File: config.mk
export PLATFORM = sky130hd
export DESIGN_NAME = rename_commit_top
export DESIGN_NICKNAME = d
export VERILOG_FILES = /design/src/source/rename_pkg.sv /design/src/source/arch_map.sv /design/src/source/free_list.sv /design/src/source/map_table.sv /design/src/source/rename_commit_top.sv /design/src/source/reorder_buffer.sv
export SDC_FILE = /design/constraint.sdc
export NUM_CORES = 2
export LEC_CHECK = 0
export ABC_CLOCK_PERIOD_IN_PS = 10600
export BUFFER_PORTS_ARGS = -buffer_cell sky130_fd_sc_hd__buf_2
export CORE_MARGIN = 3
export CORE_UTILIZATION = 40
export DETAILED_ROUTE_END_ITERATION = 6
export HOLD_SLACK_MARGIN = 0.02
export PLACE_DENSITY_LB_ADDON = 0.3
export RECOVER_POWER = 50
export SYNTH_ARGS = -nofsm -noshare
export SYNTH_HDL_FRONTEND = slang
export SYNTH_SLANG_ARGS = --single-unit
File: constraint.sdc
create_clock -name clk -period 10.6 [get_ports clk]
set_input_delay 1.06 -clock clk [delete_from_list [all_inputs] [get_ports clk]]
set_output_delay 1.06 -clock clk [all_outputs]
set_load 0.02 [all_outputs]
File: src/source/rename_pkg.sv
// ####################
// widths, depths and reset constants for rename and commit
// ####################
package rename_pkg;

	// architectural register file
	localparam int LOG_REGS = 32;
	localparam int LOG_W = 5; // logical register index

	// physical register file
	localparam int PHYS_REGS = 64;
	localparam int TAG_W = 6; // physical tag

	// reorder buffer
	localparam int ROB_DEPTH = 32;
	localparam int ROB_IDX_W = 5;
	localparam int PTR_W = 6; // index plus wrap bit

	// free list holds every tag not in the committed map
	localparam int FREE_DEPTH = PHYS_REGS - LOG_REGS;
	localparam int FREE_IDX_W = 5;

	localparam int PC_W = 64;

	// r0 is hardwired and never renamed
	localparam logic [LOG_W-1:0] ZERO_REG = '0;

	// after reset the free list holds tags LOG_REGS and up
	localparam int FREE_BASE_TAG = LOG_REGS;

endpackage

File: src/source/arch_map.sv
// ####################
// committed rename map
// ####################
module arch_map import rename_pkg::*; (
	input  logic                      clk,
	input  logic                      rst,
	input  logic                      commit_i,      // head retires this cycle
	input  logic [LOG_W-1:0]          commit_dest_i,
	input  logic [TAG_W-1:0]          commit_tag_i,
	output logic [LOG_REGS*TAG_W-1:0] arch_map_o,    // stored map
	output logic [LOG_REGS*TAG_W-1:0] fwd_map_o      // stored map plus this commit
);

	logic [TAG_W-1:0] map_r [LOG_REGS];
	logic             commit_en;

	assign commit_en = commit_i && (commit_dest_i != ZERO_REG);

	always_ff @(posedge clk) begin
		if (rst) begin
			for (int r = 0; r < LOG_REGS; r++) begin
				map_r[r] <= TAG_W'(r);
			end
		end else if (commit_en) begin
			map_r[commit_dest_i] <= commit_tag_i;
		end
	end

	// forwarded view lets a retiring branch restore its own write
	always_comb begin
		for (int r = 0; r < LOG_REGS; r++) begin
			arch_map_o[r*TAG_W +: TAG_W] = map_r[r];
			if (commit_en && (commit_dest_i == LOG_W'(r))) begin
				fwd_map_o[r*TAG_W +: TAG_W] = commit_tag_i;
			end else begin
				fwd_map_o[r*TAG_W +: TAG_W] = map_r[r];
			end
		end
	end

endmodule

File: src/source/free_list.sv
// ####################
// circular FIFO of free physical tags
// ####################
module free_list import rename_pkg::*; (
	input  logic             clk,
	input  logic             rst,
	input  logic             alloc_i,   // take the tag at the read pointer
	input  logic             rel_i,     // return a tag at retirement
	input  logic [TAG_W-1:0] rel_tag_i,
	input  logic             flush_i,   // give back all speculative tags
	output logic [TAG_W-1:0] new_tag_o
);

	logic [TAG_W-1:0]      slots_r [FREE_DEPTH];
	logic [FREE_IDX_W-1:0] rd_ptr_r;
	logic [FREE_IDX_W-1:0] wr_ptr_r;
	logic [FREE_IDX_W-1:0] wr_ptr_nxt;
	logic                  rel_en;

	assign new_tag_o = slots_r[rd_ptr_r];

	// tag 0 belongs to r0 and never circulates
	assign rel_en = rel_i && (rel_tag_i != '0);

	assign wr_ptr_nxt = rel_en ? wr_ptr_r + FREE_IDX_W'(1) : wr_ptr_r;

	// slots start out as the tags above the identity map
	always_ff @(posedge clk) begin
		if (rst) begin
			for (int i = 0; i < FREE_DEPTH; i++) begin
				slots_r[i] <= TAG_W'(FREE_BASE_TAG + i);
			end
		end else if (rel_en) begin
			slots_r[wr_ptr_r] <= rel_tag_i;
		end
	end

	// Pointers wrap naturally over the FREE_DEPTH slots. Equal pointers mean
	// full except while every entry of the ROB holds a tag, and no
	// allocation can happen then.
	always_ff @(posedge clk) begin
		if (rst) begin
			rd_ptr_r <= '0;
			wr_ptr_r <= '0;
		end else begin
			wr_ptr_r <= wr_ptr_nxt;
			if (flush_i) begin
				// squashed tags are still in the slots behind the read pointer
				rd_ptr_r <= wr_ptr_nxt;
			end else if (alloc_i) begin
				rd_ptr_r <= rd_ptr_r + FREE_IDX_W'(1);
			end
		end
	end

	// After a flush the free list holds every tag outside the committed
	// map. The younger instructions took the most recent reads, and those
	// slots lie between the new write pointer and the old read pointer,
	// so no release has overwritten them yet.

endmodule

File: src/source/map_table.sv
// ####################
// speculative rename map
// ####################
module map_table import rename_pkg::*; (
	input  logic                      clk,
	input  logic                      rst,
	input  logic                      rename_i,      // dispatch with a real destination
	input  logic [LOG_W-1:0]          rename_dest_i,
	input  logic [TAG_W-1:0]          rename_tag_i,
	input  logic [LOG_W-1:0]          lookup_dest_i,
	output logic [TAG_W-1:0]          old_tag_o,     // mapping being replaced
	input  logic                      restore_i,     // mispredict recovery
	input  logic [LOG_REGS*TAG_W-1:0] restore_map_i  // committed map, r0 in low bits
);

	logic [TAG_W-1:0] map_r [LOG_REGS];
	logic             rename_en;

	// lookup sees the map before this cycle's rename
	assign old_tag_o = map_r[lookup_dest_i];

	assign rename_en = rename_i && (rename_dest_i != ZERO_REG);

	always_ff @(posedge clk) begin
		if (rst) begin
			for (int r = 0; r < LOG_REGS; r++) begin
				map_r[r] <= TAG_W'(r); // identity map
			end
		end else if (restore_i) begin
			// throw away every speculative mapping in one cycle
			for (int r = 0; r < LOG_REGS; r++) begin
				map_r[r] <= restore_map_i[r*TAG_W +: TAG_W];
			end
		end else if (rename_en) begin
			map_r[rename_dest_i] <= rename_tag_i;
		end
	end

	// Restore and rename never meet, since dispatch is held off while a
	// flush is raised. Restore still takes priority so that a stray rename
	// can not leak into the recovered map.

endmodule

File: src/source/rename_commit_top.sv
// ####################
// rename and commit slice around the reorder buffer
// ####################
module rename_commit_top import rename_pkg::*; (
	input  logic                 clk,
	input  logic                 rst,

	// dispatch, valid/ready
	input  logic                 disp_valid_i,
	output logic                 disp_ready_o,
	input  logic [LOG_W-1:0]     disp_logic_dest_i,
	input  logic [PC_W-1:0]      disp_pc_i,
	input  logic                 disp_br_i,
	input  logic                 disp_pred_taken_i,
	output logic [ROB_IDX_W-1:0] disp_rob_idx_o,
	output logic [TAG_W-1:0]     disp_phys_dest_o,

	// completion strobe
	input  logic                 cmpl_valid_i,
	input  logic [ROB_IDX_W-1:0] cmpl_rob_idx_i,
	input  logic                 cmpl_taken_i,

	// retirement
	output logic                 ret_valid_o,
	output logic [LOG_W-1:0]     ret_logic_dest_o,
	output logic [TAG_W-1:0]     ret_phys_dest_o,
	output logic [TAG_W-1:0]     ret_free_tag_o,
	output logic [PC_W-1:0]      ret_pc_o,
	output logic                 flush_o
);

	logic                      alloc_fire;
	logic [TAG_W-1:0]          new_tag;
	logic [TAG_W-1:0]          old_tag;
	logic                      retire_fire;
	logic [LOG_W-1:0]          retire_logic_dest;
	logic [TAG_W-1:0]          retire_phys_dest;
	logic [TAG_W-1:0]          retire_free_tag;
	logic                      flush;
	logic [LOG_REGS*TAG_W-1:0] arch_map_flat;

	// r0 shows tag 0 and the ROB records the same
	assign disp_phys_dest_o = (disp_logic_dest_i == ZERO_REG) ? '0 : new_tag;

	assign ret_valid_o = retire_fire;
	assign ret_logic_dest_o = retire_logic_dest;
	assign ret_phys_dest_o = retire_phys_dest;
	assign ret_free_tag_o = retire_free_tag;
	assign flush_o = flush;

	free_list u_free_list (
		.clk       (clk),
		.rst       (rst),
		.alloc_i   (alloc_fire),
		.rel_i     (retire_fire),
		.rel_tag_i (retire_free_tag),
		.flush_i   (flush),
		.new_tag_o (new_tag)
	);

	map_table u_map_table (
		.clk           (clk),
		.rst           (rst),
		.rename_i      (alloc_fire),
		.rename_dest_i (disp_logic_dest_i),
		.rename_tag_i  (new_tag),
		.lookup_dest_i (disp_logic_dest_i),
		.old_tag_o     (old_tag),
		.restore_i     (flush),
		.restore_map_i (arch_map_flat)
	);

	// restore uses the forwarded map so the branch's own write survives
	arch_map u_arch_map (
		.clk           (clk),
		.rst           (rst),
		.commit_i      (retire_fire),
		.commit_dest_i (retire_logic_dest),
		.commit_tag_i  (retire_phys_dest),
		.arch_map_o    (),
		.fwd_map_o     (arch_map_flat)
	);

	reorder_buffer u_rob (
		.clk               (clk),
		.rst               (rst),
		.disp_valid_i      (disp_valid_i),
		.disp_logic_dest_i (disp_logic_dest_i),
		.disp_pc_i         (disp_pc_i),
		.disp_br_i         (disp_br_i),
		.disp_pred_taken_i (disp_pred_taken_i),
		.new_tag_i         (new_tag),
		.old_tag_i         (old_tag),
		.cmpl_valid_i      (cmpl_valid_i),
		.cmpl_rob_idx_i    (cmpl_rob_idx_i),
		.cmpl_taken_i      (cmpl_taken_i),
		.disp_ready_o      (disp_ready_o),
		.alloc_o           (alloc_fire),
		.tail_idx_o        (disp_rob_idx_o),
		.ret_valid_o       (retire_fire),
		.ret_logic_dest_o  (retire_logic_dest),
		.ret_phys_dest_o   (retire_phys_dest),
		.ret_free_tag_o    (retire_free_tag),
		.ret_pc_o          (ret_pc_o),
		.flush_o           (flush)
	);

endmodule

File: src/source/reorder_buffer.sv
// ####################
// reorder buffer, in-order allocate and retire, out-of-order completion
// ####################
module reorder_buffer import rename_pkg::*; (
	input  logic                 clk,
	input  logic                 rst,

	// dispatch
	input  logic                 disp_valid_i,
	input  logic [LOG_W-1:0]     disp_logic_dest_i,
	input  logic [PC_W-1:0]      disp_pc_i,
	input  logic                 disp_br_i,
	input  logic                 disp_pred_taken_i,
	input  logic [TAG_W-1:0]     new_tag_i,         // from free list
	input  logic [TAG_W-1:0]     old_tag_i,         // from map table

	// completion
	input  logic                 cmpl_valid_i,
	input  logic [ROB_IDX_W-1:0] cmpl_rob_idx_i,
	input  logic                 cmpl_taken_i,      // resolved direction

	output logic                 disp_ready_o,
	output logic                 alloc_o,           // dispatch that consumes a tag
	output logic [ROB_IDX_W-1:0] tail_idx_o,

	// retirement
	output logic                 ret_valid_o,
	output logic [LOG_W-1:0]     ret_logic_dest_o,
	output logic [TAG_W-1:0]     ret_phys_dest_o,
	output logic [TAG_W-1:0]     ret_free_tag_o,
	output logic [PC_W-1:0]      ret_pc_o,
	output logic                 flush_o
);

	logic [PTR_W-1:0]     head_r;
	logic [PTR_W-1:0]     tail_r;
	logic [ROB_IDX_W-1:0] head_idx;
	logic [ROB_IDX_W-1:0] tail_idx;

	// entry payload
	logic [LOG_W-1:0]     dest_r [ROB_DEPTH];
	logic [TAG_W-1:0]     phys_r [ROB_DEPTH];
	logic [TAG_W-1:0]     old_r [ROB_DEPTH];
	logic [PC_W-1:0]      pc_r [ROB_DEPTH];
	logic [ROB_DEPTH-1:0] br_r;
	logic [ROB_DEPTH-1:0] pred_r;
	logic [ROB_DEPTH-1:0] mispred_r;

	// entry state
	logic [ROB_DEPTH-1:0] done_r;

	logic                 full;
	logic                 disp_fire;
	logic                 dest_zero;

	assign head_idx = head_r[ROB_IDX_W-1:0];
	assign tail_idx = tail_r[ROB_IDX_W-1:0];
	assign tail_idx_o = tail_idx;

	// same slot, opposite lap
	assign full = (head_idx == tail_idx) && (head_r[PTR_W-1] != tail_r[PTR_W-1]);

	assign disp_ready_o = !full && !flush_o;
	assign disp_fire = disp_valid_i && disp_ready_o;
	assign dest_zero = (disp_logic_dest_i == ZERO_REG);
	assign alloc_o = disp_fire && !dest_zero; // r0 takes no tag

	// head leaves as soon as it is done
	assign ret_valid_o = done_r[head_idx];
	assign ret_logic_dest_o = dest_r[head_idx];
	assign ret_phys_dest_o = phys_r[head_idx];
	assign ret_free_tag_o = old_r[head_idx];
	assign ret_pc_o = pc_r[head_idx];
	assign flush_o = ret_valid_o && mispred_r[head_idx];

	always_ff @(posedge clk) begin
		if (rst) begin
			head_r <= '0;
			tail_r <= '0;
			done_r <= '0;
		end else begin
			if (ret_valid_o) begin
				head_r <= head_r + PTR_W'(1);
			end

			if (flush_o) begin
				// everything younger than the branch is gone
				tail_r <= head_r + PTR_W'(1);
				done_r <= '0;
			end else begin
				if (disp_fire) begin
					tail_r <= tail_r + PTR_W'(1);
					done_r[tail_idx] <= 1'b0;
				end
				if (cmpl_valid_i) begin
					done_r[cmpl_rob_idx_i] <= 1'b1;
				end
				if (ret_valid_o) begin
					done_r[head_idx] <= 1'b0;
				end
			end
		end
	end

	// A completion in the flush cycle can only name a squashed entry, so
	// it is dropped together with the rest of the younger work.

	always_ff @(posedge clk) begin
		if (disp_fire) begin
			dest_r[tail_idx] <= disp_logic_dest_i;
			phys_r[tail_idx] <= dest_zero ? '0 : new_tag_i; // r0 keeps tag 0
			old_r[tail_idx]  <= old_tag_i;
			pc_r[tail_idx]   <= disp_pc_i;
			br_r[tail_idx]   <= disp_br_i;
			pred_r[tail_idx] <= disp_pred_taken_i;
		end
		if (cmpl_valid_i) begin
			// only branches can mispredict
			mispred_r[cmpl_rob_idx_i] <= br_r[cmpl_rob_idx_i] &&
				(cmpl_taken_i != pred_r[cmpl_rob_idx_i]);
		end
	end

endmodule

==> metrics.md <==
| Metric | Value |
|---|---|
| Post-synthesis xor/xnor area fraction | 0.165% |
| Pin count of the biggest net entering global routing | approximately 100 |
| CTS tree | yes |
| Period utilization | between 70% and 80% |
| EDFF count, synth | 3264 |
| Die H | 582 um |
| Initial core utilization | ~40% |
| Clock Tree Buf Depth | 4 |
| Top Family by Delay on Critical Path | buffers and inverters |
| Final-report max-slew violation count | about 650 |
| Yosys cell types | 80 |
| Max Freq | between 100 and 150 MHz |
| CP Class | input pin to output port |
| Async set or reset register ratio after synthesis | 0% |
| Fill cells | around 28k |
| FF-to-FF path depth | 9 |
| Gpl congestion | about 0.9 |
| Die X | just under 600 um |
| Post-synthesis simple-gate area fraction | between 4 and 5% |
| RSZ-0062 raised after global routing | false |
| #FFs+latches synth | around 3.3k |
| Setup TNS | 0 ns |
| CORE AREA | 331000 sq um |
| # setup viols final | 0 |
| Crit-path slowest cell | nor2_1 |
| Seq pwr share | between 50 and 60% |
| Sw Share | a little over a fifth |
| Main combinational cell family by area after synthesis | multiplexers |
| Status | finished, violations left |
| CP Data Required Time | around 9.5 ns |
| Die ar. | about 340000 sq um |
| Vias after detailed routing | a little under 70k |
| Leakage | 0.0440 uW |
| H-tree levels | 5 |
| Worst hold slack | a little over 0.5 ns |
| Worst setup SP type | input pin |
| Worst rel slew slack | -120% |
| Worst-path cell chain | clkbuf_1, clkbuf_1, nor3_1, nor2_1, buf_2 |
| Compound-Gate Fraction of Synth Area | under 10% |
| First-pass GRT wire length | 505 mm |
| TritonCTS Buffers | between 300 and 400 |
| Fin. Hold Viols | 0 |
| Cells after Synth | between 6k and 7k |
| Routed len/inst | 30.5 um |
| Synth Flop Type | edfxtp_1 |
| WP depth | 5 |
| Post-synthesis mux area share | 16.5% |
| Total power per unit cell area | roughly 180 nW/um^2 |
| Antenna violation net count after detailed routing | 0 |
| Placement-stage cell area | 139000 sq um |
| Worst Path Max Fanout | 42 |
| Post-Synth Adder-Cell Area | less than 1% |
| Crit-path most repeated cell | clkbuf_1 |
| Root buf cell | clkbuf_16 |
| # rows | around 210 |
| Crit path buf inv count | 3 |
| Layout cells sized above 1 | 24.1% |
| Internal power | ~21000 uW |
| # hold bufs at CTS | 0 |
| Peak VDD IR | approximately 160 uV |
| Layout Skew | approximately 0.099 ns |
| Total track usage | between 20% and 30% |
| Cell area after layout | approximately 150000 sq um |
| Post-CTS resize count | 0 |
| I/O pins | 176 |
| CTS sink cnt | around 3.3k |
| GR Overflow Total | 0 |
| Clock share of power | a little over two fifths |
| Initial antenna violation count | 32 |
| Reg area | 99300 sq um |
| DRT iter0 DRCs | around 8.5k |
| Synth-to-Final Area Change | 12.2% |
| Failing checks | max-capacitance violations, max-slew violations |
| Clk_lat worst skew | 0.95 ns |
| Sw power | roughly 5900 uW |
| Comb pwr share | 4.1% |
| Worst Hold Path Cells | 2 |
| Fin crit period | approximately 8.5 ns |
| First-pass detailed-route iteration total | 6 |
| Ys Warns | 0 |
| Cell area after synthesis | ~130000 sq um |
| Postcts setup bufs | 0 |
| Hold Path Class | register to register |
| Multi-input logic area | 31500 sq um |
| Via density | 5.98 |
| Nets | between 6k and 7k |
| Largest stage delay, worst path | 2.30 ns |
| Sequential cell area fraction in the yosys report | 74.7% |
| Vias in the first global route | between 60k and 70k |
| Maxcap violations | 18 |
| DRC violations left | 0 |
| Crit. End Element | output port |
| Slew @ Worst Pin | 3.30 ns |
| Synth Area per Inst | between 20 and 25 sq um |
| Worst EP arrival | between 7 and 8 ns |
| DP HPWL | around 180 mm |
| IO Port Bufs | approximately 180 |
| Reg clk slew, reported paths | ~0.060 ns |
| Final Routed Wirelength | roughly 350 mm |
==> cell type report <==
class / instances / share of cell area, %
Antenna cell: 12 / 0.0201
Clock buffer: 427 / 6.04
Clock inverter: 181 / 1.02
Inverter: 82 / 0.287
Multi-Input combinational cell: 2779 / 21.1
Sequential cell: 3328 / 66.6
Tap cell: 4366 / 3.66
Timing Repair Buffer: 304 / 1.26
==> synth_stat cells (9+ instances only) <==
| cell type | number | area, sq um |
|---|---|---|
| a211oi_1 | 17 | 128 |
| a21oi_1 | 71 | 355 |
| a221oi_1 | 56 | 490 |
| a22oi_1 | 57 | 428 |
| a311oi_1 | 17 | 149 |
| a31oi_1 | 9 | 56.3 |
| and2_1 | 13 | 81.3 |
| and3_1 | 30 | 188 |
| buf_1 | 40 | 150 |
| buf_2 | 116 | 581 |
| buf_4 | 22 | 165 |
| buf_6 | 13 | 146 |
| clkbuf_1 | 252 | 946 |
| dfxtp_1 | 64 | 1280 |
| edfxtp_1 | 3264 | 98000 |
| ha_1 | 13 | 163 |
| inv_1 | 70 | 263 |
| mux2_2 | 38 | 428 |
| mux2i_1 | 80 | 801 |
| mux4_2 | 912 | 20500 |
| nand2_1 | 400 | 1500 |
| nand2b_1 | 17 | 106 |
| nand3_1 | 210 | 1050 |
| nand3b_1 | 14 | 105 |
| nand4_1 | 19 | 119 |
| nor2_1 | 262 | 983 |
| nor2b_1 | 11 | 68.8 |
| nor3_1 | 156 | 781 |
| nor3b_1 | 10 | 75.1 |
| o21a_1 | 15 | 113 |
| o21ai_0 | 103 | 515 |
| o221ai_1 | 69 | 604 |
| o22ai_1 | 28 | 175 |
| xnor2_1 | 15 | 131 |
| xor2_1 | 10 | 87.6 |
==> metal layers <==
layer | share of wire (%) | track usage (%)
met1 | 41 | 28.6
met2 | 48 | 32.7
met3 | 8.4 | 3.73
met4 | 3.0 | 5.75
met5 | 0.035 | 0
==> per-stage QoR <==
step	setup WS [ns]	utilization (%)	total power [uW]	std cells
detailed placement	4.22	42.0	16100	10900
CTS	3.51	45.2	27500	11500
global placement	4.36	42.0	16000	10900
floorplan	3.98	-	15500	6632
finish	2.15	45.1	27300	11500
global route	1.66	45.1	28100	11500
==> state kept, by name (all words and copies together) (netlist names), 160 cells and up, named ones only <==
signal and count:
u_rob.pc_r 2048, u_rob.phys_r 192, u_arch_map.map_r 192, u_map_table.map_r 192, u_rob.dest_r 160, u_rob.old_r 192, u_free_list.slots_r 192
==> layout by cell type (no fill, tap or decap), drive strengths merged, types with 56 or more instances in the layout <==
| cell type | netlist | layout |
|---|---|---|
| mux2i | 87 | 87 |
| nand2 | 403 | 403 |
| buf | 191 | 205 |
| o221ai | 69 | 69 |
| edfxtp | 3264 | 3264 |
| clkbuf | 252 | 526 |
| inv | 78 | 94 |
| nor3 | 163 | 163 |
| a22oi | 57 | 57 |
| mux4 | 912 | 912 |
| clkinv | 4 | 140 |
| a21oi | 76 | 76 |
| nand3 | 212 | 212 |
| nor2 | 266 | 266 |
| a221oi | 56 | 56 |
| o21ai | 107 | 107 |
| dfxtp | 64 | 64 |
==> kinds of logic (layout without fill, tap and decap cells) <==
logic type               after synthesis  after routing
flip-flops                          3328           3328
AND/OR/NAND/NOR                     1201           1201
buffers and inverters                525            994
XOR/XNOR                              25             25
other                                  1             18
AO/OA/AOI/OAI                        497            497
adder cells (fa/ha/maj)               13             13
multiplexers                        1037           1037
==> worst paths after layout <==
kind / startpoint / endpoint / slack, ns
min reg2reg: u_rob.done_r[30] / u_rob.done_r[30] / 0.50
min: u_rob.done_r[30] / u_rob.done_r[30] / 0.50
max reg2reg: register / u_map_table.map_r[13][1] / 2.22
max: disp_logic_dest_i[0] / disp_phys_dest_o[2] / 2.15
==> power by group through the flow <==
stage	sequential, uW	clock [uW]	combinational, uW
final	14700	11500	1120
after global routing	14700	12200	1180
after CTS	14700	11700	1130
after detailed placement	14900	0	1130
after global placement	14900	0	1110
after floorplan	14900	0	567
==> tightest hold or removal path, cell delays in order, from the launching register on <==
cell and delay (ns):
dfxtp_1 0.30, o21ai_0 0.07, a221oi_1 0.07
No activity file was read; power rests on OpenSTA's default activity.
